==> src/design/disc_types_pkg.sv <==
//////////////////////////////////////////////////////////////////////
// sample, index and channel types shared by the discriminator RTL
// channel counts and word widths are fixed here for the whole design
//////////////////////////////////////////////////////////////////////
package disc_types_pkg;

  // analog channels and digital trigger inputs
  localparam int CHANNELS = 4;
  localparam int DIG_CHANNELS = 2;

  localparam int SAMPLE_WIDTH = 16;
  localparam int INDEX_WIDTH = 32;

  // one select code per analog channel and per digital input
  localparam int SRC_WIDTH = $clog2(CHANNELS + DIG_CHANNELS);

  typedef logic signed [SAMPLE_WIDTH-1:0] sample_t;
  typedef logic [INDEX_WIDTH-1:0] index_t;

  // one adc word, channel 0 in the low bits
  typedef sample_t [CHANNELS-1:0] sample_vec_t;

  // 0..CHANNELS-1 analog, then digital inputs, anything above is unused
  typedef logic [SRC_WIDTH-1:0] src_t;

  // history payload, samples travel with their index
  typedef struct packed {
    sample_vec_t samples;
    index_t      index;
  } hist_t;

  typedef index_t [CHANNELS-1:0] stamp_vec_t;

endpackage
==> src/design/disc_config_pkg.sv <==
//////////////////////////////////////////////////////////////////////
// discriminator configuration word, loaded as one struct on a strobe
//////////////////////////////////////////////////////////////////////
package disc_config_pkg;

  // delay fields are this wide, so a delay is at most 15 samples
  localparam int TIMER_BITS = 4;

  typedef logic [TIMER_BITS-1:0] delay_t;
  typedef delay_t [disc_types_pkg::CHANNELS-1:0] delay_vec_t;
  typedef disc_types_pkg::src_t [disc_types_pkg::CHANNELS-1:0] src_vec_t;

  typedef struct packed {
    // hysteresis thresholds
    disc_types_pkg::sample_vec_t low_threshold;
    disc_types_pkg::sample_vec_t high_threshold;
    // window and digital trigger delays in samples
    delay_vec_t start_delay;
    delay_vec_t stop_delay;
    delay_vec_t digital_delay;
    src_vec_t   trigger_source;
    // set bit passes every sample of that channel
    logic [disc_types_pkg::CHANNELS-1:0] disable_bit;
  } disc_cfg_t;

endpackage

==> src/design/sample_discriminator.sv <==
//////////////////////////////////////////////////////////////////////
// multichannel adc sample discriminator, top level
// samples leave MAX_DELAY_CYCLES+2 cycles after they enter
//////////////////////////////////////////////////////////////////////
`timescale 1ns/1ps

module sample_discriminator #(
  parameter int MAX_DELAY_CYCLES = 16
) (
  input  logic                                    adc_clk,
  input  logic                                    reset_i,
  input  disc_types_pkg::sample_vec_t             samples_i,
  input  logic [disc_types_pkg::DIG_CHANNELS-1:0] digital_trigger_i,
  input  logic                                    reset_state_i,
  input  disc_config_pkg::disc_cfg_t              cfg_i,
  input  logic                                    cfg_load_i,
  output disc_types_pkg::sample_vec_t             data_o,
  output logic [disc_types_pkg::CHANNELS-1:0]     data_valid_o,
  output disc_types_pkg::stamp_vec_t              stamps_o,
  output logic [disc_types_pkg::CHANNELS-1:0]     stamp_valid_o
);

  import disc_types_pkg::*;
  import disc_config_pkg::*;

  disc_cfg_t           cfg;
  logic [CHANNELS-1:0] analog_trig;
  logic [CHANNELS-1:0] sel_trig;
  hist_t               hist_out;
  logic                hist_valid;

  hysteresis_trigger u_hysteresis_trigger (
    .adc_clk          (adc_clk),
    .reset_i          (reset_i),
    .reset_state_i    (reset_state_i),
    .samples_i        (samples_i),
    .low_threshold_i  (cfg.low_threshold),
    .high_threshold_i (cfg.high_threshold),
    .analog_trig_o    (analog_trig)
  );

  trigger_router #(.MAX_DELAY_CYCLES(MAX_DELAY_CYCLES)) u_trigger_router (
    .adc_clk           (adc_clk),
    .reset_i           (reset_i),
    .digital_trigger_i (digital_trigger_i),
    .analog_trig_i     (analog_trig),
    .digital_delay_i   (cfg.digital_delay),
    .trigger_source_i  (cfg.trigger_source),
    .sel_trig_o        (sel_trig)
  );

  sample_history #(.MAX_DELAY_CYCLES(MAX_DELAY_CYCLES)) u_sample_history (
    .adc_clk       (adc_clk),
    .reset_i       (reset_i),
    .reset_state_i (reset_state_i),
    .samples_i     (samples_i),
    .hist_o        (hist_out),
    .hist_valid_o  (hist_valid)
  );

  discriminator_ctrl #(.MAX_DELAY_CYCLES(MAX_DELAY_CYCLES)) u_discriminator_ctrl (
    .adc_clk       (adc_clk),
    .reset_i       (reset_i),
    .reset_state_i (reset_state_i),
    .cfg_i         (cfg_i),
    .cfg_load_i    (cfg_load_i),
    .cfg_o         (cfg),
    .sel_trig_i    (sel_trig),
    .hist_i        (hist_out),
    .hist_valid_i  (hist_valid),
    .data_o        (data_o),
    .data_valid_o  (data_valid_o),
    .stamps_o      (stamps_o),
    .stamp_valid_o (stamp_valid_o)
  );

endmodule

==> src/design/discriminator_ctrl.sv <==
//////////////////////////////////////////////////////////////////////
// configuration register, trigger window and timestamp generation
// decides per channel which delayed samples leave the discriminator
//////////////////////////////////////////////////////////////////////
`timescale 1ns/1ps

module discriminator_ctrl #(
  parameter int MAX_DELAY_CYCLES = 16
) (
  input  logic                                adc_clk,
  input  logic                                reset_i,
  input  logic                                reset_state_i,
  input  disc_config_pkg::disc_cfg_t          cfg_i,
  input  logic                                cfg_load_i,
  output disc_config_pkg::disc_cfg_t          cfg_o,
  input  logic [disc_types_pkg::CHANNELS-1:0] sel_trig_i,
  input  disc_types_pkg::hist_t               hist_i,
  input  logic                                hist_valid_i,
  output disc_types_pkg::sample_vec_t         data_o,
  output logic [disc_types_pkg::CHANNELS-1:0] data_valid_o,
  output disc_types_pkg::stamp_vec_t          stamps_o,
  output logic [disc_types_pkg::CHANNELS-1:0] stamp_valid_o
);

  import disc_types_pkg::*;
  import disc_config_pkg::*;

  localparam int TAP_W = $clog2(MAX_DELAY_CYCLES + 1);

  // start plus stop needs one more bit than a single delay
  typedef logic [TIMER_BITS:0] hold_t;

  disc_cfg_t cfg_q;

  // tap k holds the trigger of the sample k+1 cycles behind sel_trig_i
  logic [MAX_DELAY_CYCLES-1:0][CHANNELS-1:0] trig_q;
  logic [MAX_DELAY_CYCLES:0][CHANNELS-1:0]   trig_taps;
  // reset_state marker travelling in step with hist_i
  logic [MAX_DELAY_CYCLES:0]                 rs_q;
  logic                                      first;

  hold_t [CHANNELS-1:0]            hold_q;
  hold_t [CHANNELS-1:0]            hold_d;
  logic  [CHANNELS-1:0][TAP_W-1:0] tap_idx;
  logic  [CHANNELS-1:0]            tapped;
  logic  [CHANNELS-1:0]            keep;
  logic  [CHANNELS-1:0]            stamp;
  logic  [CHANNELS-1:0]            prev_keep_q;

  assign trig_taps = {trig_q, sel_trig_i};
  assign first = rs_q[MAX_DELAY_CYCLES];
  assign cfg_o = cfg_q;

  ////////////////////////////////////////////////////////////////////
  // window decision
  ////////////////////////////////////////////////////////////////////
  always_comb begin
    for (int c = 0; c < CHANNELS; c++) begin
      // look start_delay samples ahead of the sample in hist_i
      tap_idx[c] = TAP_W'(MAX_DELAY_CYCLES - int'(cfg_q.start_delay[c]));
      tapped[c] = trig_taps[tap_idx[c]][c];
      keep[c] = cfg_q.disable_bit[c] | tapped[c] | ((hold_q[c] != '0) & ~first);
      stamp[c] = ~cfg_q.disable_bit[c] & keep[c] & (~prev_keep_q[c] | first);
      if (tapped[c]) begin
        hold_d[c] = hold_t'(cfg_q.start_delay[c]) + hold_t'(cfg_q.stop_delay[c]);
      end else if (first || hold_q[c] == '0) begin
        hold_d[c] = '0;
      end else begin
        hold_d[c] = hold_q[c] - 1'b1;
      end
    end
  end

  always_ff @(posedge adc_clk) begin
    if (reset_i) begin
      // every channel starts out disabled
      cfg_q <= '0;
      cfg_q.disable_bit <= '1;
      trig_q <= '0;
      rs_q <= '0;
      hold_q <= '0;
      prev_keep_q <= '0;
      data_valid_o <= '0;
      stamp_valid_o <= '0;
    end else begin
      if (cfg_load_i) begin
        cfg_q <= cfg_i;
      end
      trig_q <= {trig_q[MAX_DELAY_CYCLES-2:0], sel_trig_i};
      rs_q <= {rs_q[MAX_DELAY_CYCLES-1:0], reset_state_i};
      hold_q <= hold_d;
      prev_keep_q <= keep & {CHANNELS{hist_valid_i}};
      data_valid_o <= keep & {CHANNELS{hist_valid_i}};
      stamp_valid_o <= stamp & {CHANNELS{hist_valid_i}};
    end
  end

  // payload registers
  always_ff @(posedge adc_clk) begin
    data_o <= hist_i.samples;
    for (int c = 0; c < CHANNELS; c++) begin
      stamps_o[c] <= hist_i.index;
    end
  end

endmodule

==> src/design/sample_history.sv <==
//////////////////////////////////////////////////////////////////////
// sample index counter and fixed-depth delay line of indexed samples
// covers the pre-trigger span so the window can open before the trigger
//////////////////////////////////////////////////////////////////////
`timescale 1ns/1ps

module sample_history #(
  parameter int MAX_DELAY_CYCLES = 16
) (
  input  logic                        adc_clk,
  input  logic                        reset_i,
  input  logic                        reset_state_i,
  input  disc_types_pkg::sample_vec_t samples_i,
  output disc_types_pkg::hist_t       hist_o,
  output logic                        hist_valid_o
);

  import disc_types_pkg::*;

  localparam int STAGES = MAX_DELAY_CYCLES + 1;

  index_t           index_q;
  index_t           index_cur;
  hist_t            stage_q [STAGES];
  logic [STAGES-1:0] valid_q;

  // the reset_state sample itself gets index 0
  assign index_cur = reset_state_i ? '0 : index_q;

  always_ff @(posedge adc_clk) begin
    if (reset_i) begin
      index_q <= '0;
      valid_q <= '0;
    end else begin
      index_q <= index_cur + 1'b1;
      valid_q <= {valid_q[STAGES-2:0], 1'b1};
    end
  end

  always_ff @(posedge adc_clk) begin
    stage_q[0] <= '{samples: samples_i, index: index_cur};
    for (int k = 1; k < STAGES; k++) begin
      stage_q[k] <= stage_q[k-1];
    end
  end

  assign hist_o = stage_q[STAGES-1];
  assign hist_valid_o = valid_q[STAGES-1];

endmodule

==> src/design/trigger_router.sv <==
//////////////////////////////////////////////////////////////////////
// digital trigger delay line and per-channel trigger source select
// output is combinational over the delay taps and the analog triggers
//////////////////////////////////////////////////////////////////////
`timescale 1ns/1ps

module trigger_router #(
  parameter int MAX_DELAY_CYCLES = 16
) (
  input  logic                                    adc_clk,
  input  logic                                    reset_i,
  input  logic [disc_types_pkg::DIG_CHANNELS-1:0] digital_trigger_i,
  input  logic [disc_types_pkg::CHANNELS-1:0]     analog_trig_i,
  input  disc_config_pkg::delay_vec_t             digital_delay_i,
  input  disc_config_pkg::src_vec_t               trigger_source_i,
  output logic [disc_types_pkg::CHANNELS-1:0]     sel_trig_o
);

  import disc_types_pkg::*;

  localparam int TAP_W = $clog2(MAX_DELAY_CYCLES);
  localparam int POOL_W = 1 << SRC_WIDTH;

  typedef logic [TAP_W-1:0] tap_t;

  // entry k holds the digital inputs from k+1 cycles back, so entry 0
  // lines up with the one-cycle analog comparator
  logic [MAX_DELAY_CYCLES-1:0][DIG_CHANNELS-1:0] dig_hist_q;

  // per channel, every selectable trigger at its own delay
  logic [CHANNELS-1:0][DIG_CHANNELS-1:0] dig_tap;
  logic [CHANNELS-1:0][POOL_W-1:0]       pool;

  always_ff @(posedge adc_clk) begin
    if (reset_i) begin
      dig_hist_q <= '0;
    end else begin
      dig_hist_q <= {dig_hist_q[MAX_DELAY_CYCLES-2:0], digital_trigger_i};
    end
  end

  ////////////////////////////////////////////////////////////////////
  // source select
  ////////////////////////////////////////////////////////////////////
  always_comb begin
    for (int c = 0; c < CHANNELS; c++) begin
      dig_tap[c] = dig_hist_q[tap_t'(digital_delay_i[c])];
      // unused codes above the digital inputs read as zero
      pool[c] = '0;
      pool[c][CHANNELS-1:0] = analog_trig_i;
      pool[c][CHANNELS +: DIG_CHANNELS] = dig_tap[c];
      sel_trig_o[c] = pool[c][trigger_source_i[c]];
    end
  end

endmodule

==> src/design/hysteresis_trigger.sv <==
//////////////////////////////////////////////////////////////////////
// per-channel analog comparators with hysteresis
// trigger bit follows the sample by one adc_clk cycle
//////////////////////////////////////////////////////////////////////
`timescale 1ns/1ps

module hysteresis_trigger (
  input  logic                                adc_clk,
  input  logic                                reset_i,
  input  logic                                reset_state_i,
  input  disc_types_pkg::sample_vec_t         samples_i,
  input  disc_types_pkg::sample_vec_t         low_threshold_i,
  input  disc_types_pkg::sample_vec_t         high_threshold_i,
  output logic [disc_types_pkg::CHANNELS-1:0] analog_trig_o
);

  import disc_types_pkg::*;

  logic [CHANNELS-1:0] state_q;
  logic [CHANNELS-1:0] state_d;

  // a reset_state cycle evaluates its sample from a cleared state
  always_comb begin
    for (int c = 0; c < CHANNELS; c++) begin
      state_d[c] = reset_state_i ? 1'b0 : state_q[c];
      if (sample_t'(samples_i[c]) > sample_t'(high_threshold_i[c])) begin
        state_d[c] = 1'b1;
      end else if (sample_t'(samples_i[c]) < sample_t'(low_threshold_i[c])) begin
        state_d[c] = 1'b0;
      end
    end
  end

  always_ff @(posedge adc_clk) begin
    if (reset_i) begin
      state_q <= '0;
    end else begin
      state_q <= state_d;
    end
  end

  assign analog_trig_o = state_q;

endmodule

==> config.mk <==
export PLATFORM = sky130hd
export DESIGN_NAME = sample_discriminator
export DESIGN_NICKNAME = d
export VERILOG_FILES = /design/src/design/disc_types_pkg.sv /design/src/design/disc_config_pkg.sv /design/src/design/sample_discriminator.sv /design/src/design/discriminator_ctrl.sv /design/src/design/sample_history.sv /design/src/design/trigger_router.sv /design/src/design/hysteresis_trigger.sv
export SDC_FILE = /design/constraint.sdc
export NUM_CORES = 2
export LEC_CHECK = 0
export ABC_AREA = 1
export BUFFER_PORTS_ARGS = -buffer_cell sky130_fd_sc_hd__buf_2
export CORE_MARGIN = 5
export CORE_UTILIZATION = 57
export DETAILED_ROUTE_END_ITERATION = 6
export PLACE_DENSITY = 0.78
export REMOVE_ABC_BUFFERS = 1
export SLEW_MARGIN = 20
export SYNTH_ARGS = -nofsm -noshare
export SYNTH_HDL_FRONTEND = slang
export SYNTH_SLANG_ARGS = --single-unit
==> constraint.sdc <==
create_clock -name adc_clk -period 3.3 [get_ports adc_clk]
set_clock_uncertainty 0.2 [all_clocks]
set_input_delay 0.66 -clock adc_clk [delete_from_list [all_inputs] [get_ports adc_clk]]
set_output_delay 0.66 -clock adc_clk [all_outputs]
set_load 0.02 [all_outputs]
Yosys cells after proc, flatten, opt, wreduce, memory -nomap -nowiden

Memories as Yosys holds them, arrays and structs flattened. A register that Yosys moved wholly into a read port is not among the register bits.
Cells that the tools add are included.

Memories: 1
Memory bits (writable): 1,632
Flip-flop bits (word level): 386
Input bits: 262

Memory list:

| memory                   | depth | bits a word | read ports | clocked after Yosys merged registers in | wr ports | line                 | source |
|---|---|---|---|---|---|---|---|
| u_sample_history.stage_q | 17    | 96          | 17         | 1                                       | 17       | sample_history.sv:24 | `hist_t stage_q [STAGES];` |

Bitwise gates (word level): 35
Magnitude comparators: 20
Multiplexer cells: 43
Reduce and logical (&&, ||, !) cells: 16
$add $sub $neg: 13

Operator list:

| kind                                                                 | number |
|---|---|
| 4-bit binary-select mux with 5-bit select                            | 4 |
| 16-bit > comparator                                                  | 4 |
| 16-bit < comparator                                                  | 4 |
| 5-bit 2-to-1 mux                                                     | 8 |
| 32-bit by 1-bit adder with 32-bit output, second input constant      | 1 |
| 2-bit binary-select mux with 4-bit select                            | 4 |
| 32-bit 2-to-1 mux                                                    | 1 |
| 5-bit by 6-bit < comparator with 1-bit output, second input constant | 4 |
| 4-bit by 4-bit adder with 5-bit output                               | 4 |
| 5-bit zero test                                                      | 4 |
| 4-bit by 5-bit < comparator with 1-bit output, second input constant | 4 |
| 5-bit nonzero test                                                   | 4 |
| 5-bit by 1-bit subtractor with 5-bit output, second input constant   | 4 |
| 5-bit by 4-bit subtractor with 5-bit output, first input constant    | 4 |
| 3-bit by 4-bit < comparator with 1-bit output, second input constant | 4 |
| 1-bit 2-to-1 mux                                                     | 15 |
| 1-bit bitwise AND                                                    | 12 |
| 1-bit binary-select mux with 3-bit select                            | 4 |
| 1-bit OR                                                             | 12 |
| 3-bit nonzero test                                                   | 4 |
| 2-bit 2-to-1 mux                                                     | 5 |
| 1-bit NOT                                                            | 9 |
| 4-bit bitwise AND                                                    | 2 |
| 1-bit logical OR                                                     | 4 |
| 2 further kinds                                                      | 2 |

Longest topological paths before layout

Depth in word-level cells: 11
Mapped depth: 20
Gate-level depth less buffers: 18

Hierarchy

A second synthesis with hierarchy kept.

Cells, all modules: 4,864
Area, all modules: 56,198.9 um^2

Modules (own cells, without submodules):

| module             | cells each | times used | seq. area each (um^2) | area an instance (um^2) |
|---|---|---|---|---|
| sample_history     | 2,097      | 1          | 33,652.3              | 35,819.4 |
| discriminator_ctrl | 1,740      | 1          | 7,947.6               | 14,372.5 |
| hysteresis_trigger | 587        | 1          | 80.1                  | 3,564.7 |
| trigger_router     | 440        | 1          | 640.6                 | 2,442.3 |

Least setup slack after synthesis

No wires, ideal clock.

Path type: in2reg
From: input reset_state_i
To: register u_sample_history.index_q[30]
Path slack: 0.442 ns
Stages on the path: 17
Path buffers: 3
Setup time: 0.115 ns
Arrival: 2.544 ns
Cell sequence: buf_6 clkbuf_8 buf_8 nor2_1 ha_1 nand2_2 nor2_4 nand3_2 nor3_2 inv_2 nor2_4 nand4_4 nor2_4 nand2_2 nor3_2 a21oi_1 o21a_1

Cells in the longest elaborated chain, start to end: 2

Ends and longest elaborated chain:

| element                                  | line                       | source |
|---|---|---|
| from (decl)                              | sample_discriminator.sv:14 | `input logic reset_state_i,` |
| 32-bit 2-to-1 mux                        | sample_history.sv:28       | `assign index_cur = reset_state_i ? '0 : index_q;` |
| net u_sample_history.index_cur[1]        | sample_history.sv:23       | `index_t index_cur;` |
| 32-bit by 1-bit adder with 32-bit output | sample_history.sv:35       | `index_q <= index_cur + 1'b1;` |
| to (signal assigned)                     | sample_history.sv:35       |  |
| to (decl)                                | sample_history.sv:22       | `index_t index_q;` |

The timed path passes the listed nets, and every way through them passes these cells.
A chain may end at the register's enable or synchronous reset.

Worst setup path in the final report

From: input samples_i[49] in the netlist's numbering
To: register u_hysteresis_trigger.state_q[3], in the netlist u_hysteresis_trigger.analog_trig_o[3]

Cells in the longest elaborated chain, start to end: 3
Elaborated cells on any way between the ends: 5

Ends and longest elaborated chain:

| element              | line                       | source |
|---|---|---|
| from (decl)          | sample_discriminator.sv:12 | `input disc_types_pkg::sample_vec_t samples_i,` |
| 16-bit < comparator  | hysteresis_trigger.sv:28   | `end else if (sample_t'(samples_i[c]) < sample_t'(low_threshold_i[c])) begin` |
| 1-bit 2-to-1 mux     | hysteresis_trigger.sv:28   |  |
| 1-bit 2-to-1 mux     | hysteresis_trigger.sv:26   | `if (sample_t'(samples_i[c]) > sample_t'(high_threshold_i[c])) begin` |
| to (signal assigned) | hysteresis_trigger.sv:38   | `state_q <= state_d;` |
| to (decl)            | hysteresis_trigger.sv:19   | `logic [CHANNELS-1:0] state_q;` |

Several ways; a longest one is shown, not always the timed one.

==> summary.txt <==
Die
  • Die area: 101700 um^2
  • Starting density of the core: 57.32%
  • I/O pins: 462
  • Core box area: 94870 um^2
  • Row count: 113
  • Die Ht: 318.9 um
  • DIE WIDTH: 318.9 um

Detailed routing
  • Routed wl met2: 56110 um
  • Drt initial violations: 1905
  • Antenna Violating Nets Remaining: 0
  • Vias: 31510
  • DRC: 0
  • Top routing layer used: met5
  • M1 WL: 44390 um
  • Avg WL per Cell: 16.98 um
  • Via/cell ratio: 4.801
  • Total wire length: 111400 um
  • First-pass DRT Iterations: 6
  • Met3 WL: 6652 um

STA
  • Setup WS post-layout: 0.5239 ns
  • Relative slew slack: 53.58%
  • Max Clock Freq: 360.2 MHz
  • WHS: 0.07083 ns
  • Tightest Pin Transition: 0.6890 ns
  • Period utilisation layout: 84.12%
  • Period minus WS final: 2.776 ns
  • Final slew viol count: 0
  • Final setup vio count: 0
  • RSZ-0062 raised after global routing: no
  • Hold Fails Final Rpt: 0

Worst setup path
  • WP buf/inv: 2
  • Crit Path Category: in -> reg
  • Critical path data required time: 3.77 ns
  • Worst path arrival time: 3.25 ns
  • Largest delay contributor family on the critical path: buffers and inverters
  • Crit start category: primary input
  • CP startpoint: samples_i[49]
  • FF-to-FF setup slack: 0.58 ns
  • Cell Chain, Critical Path: dlygate4sd3_1 -> buf_2 -> ha_1 -> o21ai_0 -> nand2_1 -> nand3_1 -> a21oi_1 -> o211ai_1 -> nand2_1 -> xnor2_1 -> nand3_1 -> a21oi_1
  • CP endpoint kind: flip-flop
  • CP max stage delay: 0.53 ns
  • Worst R2R End: u_discriminator_ctrl.hold_q[16]
  • Critical path peak fanout: 3
  • Startpoint of the worst register-to-register path: u_discriminator_ctrl.cfg_o[60]
  • Reg2Reg Depth: 13
  • Slowest CP cell: dlygate4sd3_1

Run status
  • Status: finished clean

Hold path
  • Min-delay src: cfg_i[130]
  • Worst Hold Path Cells: 3
  • Worst hold path class: in -> reg
  • Hold Path Sink: u_discriminator_ctrl.cfg_o[130]

Synthesis
  • Post-synthesis sequential area ratio: 77.82%
  • Avg Inst Size Synth: 12.28 um^2
  • YS warnings: 0
  • Top_reg_cell synth: dfxtp_1
  • Synthesized instance count: 4427
  • Post-synthesis compound-gate area fraction: 5.874%
  • Largest family of logic cells by synthesized area: simple AND/OR/NAND/NOR gates
  • #FFs+latches synth: 2114
  • Simple-Gate Fraction of Synth Area: 6.979%
  • Post-Synth Adder-Cell Area: 3.576%
  • Number of unique standard cell types used by synthesis: 49
  • Mapped Area: 54380 um^2
  • Ys async rst share: 0%
  • Multiplexer area fraction after synthesis: 0%
  • Xor and xnor area share after synthesis: 0.4349%
  • Post-synth EDFFs: 0

CTS
  • Clk slew on worst S/H paths: 0.06 ns
  • Post_cts resized: 0
  • H-tree Lvls: 4
  • Clk_lat worst skew: 0.78 ns
  • Clk sinks: 2114
  • Postcts setup bufs: 0
  • Longest Clk Path Bufs: 3
  • CTS root buffer: clkbuf_16
  • # hold bufs at CTS: 242
  • CTS Buf Count: 184
  • CTS tree: yes

Pwr
  • Peak supply drop: 0.0005106 V
  • Pleak: 0.02859 uW
  • Pwr/cell area: 779.1 nW/um^2

Global routing
  • Vias in the first global route: 32680
  • Overflow after GRT: 0
  • Largest net degree at the start of global routing: 118
  • Initial antenna violation count: 16
  • First-pass GRT wire length: 175300 um
  • Tot GR Track Use: 21.58%

Placement
  • Pre-CTS WS: 0.2583 ns
  • Post-DP HPWL: 60920 um
  • GP Congestion: 0.8515
  • PortBufs: 461

Job
  • Max-cap violations: 0

Finish
  • Synthesis-to-layout area growth: 21.39%
  • Final nets: 5554
  • Share of layout cells above drive strength 1: 15.72%
worst min-delay path, delay by kind of cell:
family | cells | cell delay [ns]
AOI/OAI and AO/OA | 2 | 0.24
buffers and inverters | 1 | 0.08
placed cells by master (no fill, tap or decap), drive strengths merged:
cell and count:
o41ai 1, diode 12, a211oi 2, a221oi 1, nand3b 5, o211ai 5, o21bai 2, and3 1
nor3 29, buf 488, clkinv 46, o21a 6, o221ai 3, a31oi 1, o31ai 4, a21oi 317
or2 7, nand4 21, clkbuf 263, nor2 284, a21o 1, nand2 330, clkinvlp 6, ha 149
inv 444, xor2 14, nor3b 4, bufinv 12, xnor2 13, dlygate4sd3 242, fa 4, o221a 1
o21ai 279, dfxtp 2114, nor4 3, nand3 183
logic make-up after synthesis:
| group | Yosys count |
|---|---|
| AO/OA/AOI/OAI | 623 |
| XOR/XNOR | 27 |
| adder cells (fa/ha/maj) | 153 |
| buffers and inverters | 643 |
| flip-flops | 2114 |
| AND/OR/NAND/NOR | 867 |
worst max-delay path by stage:
stage                                                  to  slack [ns]  cells after the start
global placement             u_sample_history.index_q[31]        0.34                     14
finish              u_hysteresis_trigger.analog_trig_o[3]        0.52                     12
CTS                 u_hysteresis_trigger.analog_trig_o[3]        0.53                     12
floorplan                 u_discriminator_ctrl.cfg_o[143]       -2.53                      3
global route              u_discriminator_ctrl.hold_q[11]        0.30                     15
detailed placement           u_sample_history.index_q[30]        0.26                     15
metal layers:
layer	vias to the layer above	global-route usage, %
li1	15430	-
met3	323	4.623
met1	14660	25.72
met4	8	9.608
met2	1089	37.75
met5	-	0
cell type report:
type,count,area [um^2]
Fill cell,6180,28860
Clock inverter,69,915.9
Sequential cell,2114,42320
Tap cell,1265,1583
Multi-Input combinational cell,1670,9170
Antenna cell,12,30.03
Timing Repair Buffer,730,4989
Inverter,439,1668
Clock buffer,263,5334
synth_stat cells, drive strengths merged (2+ instances only):
library cell / n / share of area, %
nand3: 183 / 1.7
nor3: 29 / 0.32
o221ai: 3 / 0.048
nor4: 3 / 0.062
a21oi: 317 / 2.9
dfxtp: 2114 / 78
xnor2: 13 / 0.21
o21a: 6 / 0.083
clkbuf: 82 / 0.60
inv: 431 / 3.0
nand4: 21 / 0.27
clkinv: 8 / 0.055
o31ai: 4 / 0.055
nand2: 330 / 2.3
ha: 149 / 3.4
o21bai: 2 / 0.028
fa: 4 / 0.15
o21ai: 279 / 2.6
o211ai: 5 / 0.069
buf: 122 / 1.7
nor2: 284 / 2.1
xor2: 14 / 0.23
or2: 7 / 0.081
nor3b: 4 / 0.074
a211oi: 2 / 0.028
nand3b: 5 / 0.069
report_power, final:
group	internal (uW)	switching [uW]	total, uW	leakage, uW
registers	26600	385	27000	0.0175
logic	1140	1630	2770	0.00799
clock network	12300	9360	21700	0.00306
total	40100	11400	51400	0.0286
per-stage QoR:
stage	utilization [%]	setup TNS, ns	instance area [um^2]	power [uW]	instances
floorplan	-	-478.93	53150	29000	4223
global placement	60.41	0	57310	29770	5976
detailed placement	60.41	0	57310	29910	5976
CTS	69.55	0	65980	51690	6550
global route	69.57	0	66000	53470	6559
finish	69.58	0	66010	51430	6562
sequential cells by signal, indices dropped and copies added (netlist names):
name and flops:
u_discriminator_ctrl.cfg_o 192, u_hysteresis_trigger.analog_trig_o 4, u_discriminator_ctrl.trig_q 64, u_trigger_router.dig_hist_q 32
u_sample_history.index_q 32, u_discriminator_ctrl.data_o 64, u_sample_history.stage_q 1632, u_discriminator_ctrl.stamp_valid_o 4
u_discriminator_ctrl.hold_q 20, u_sample_history.valid_q 17, u_discriminator_ctrl.data_valid_o 4, u_discriminator_ctrl.rs_q 17
u_discriminator_ctrl.stamps_o 32
Note: power is estimated with default switching activity, not from simulation.
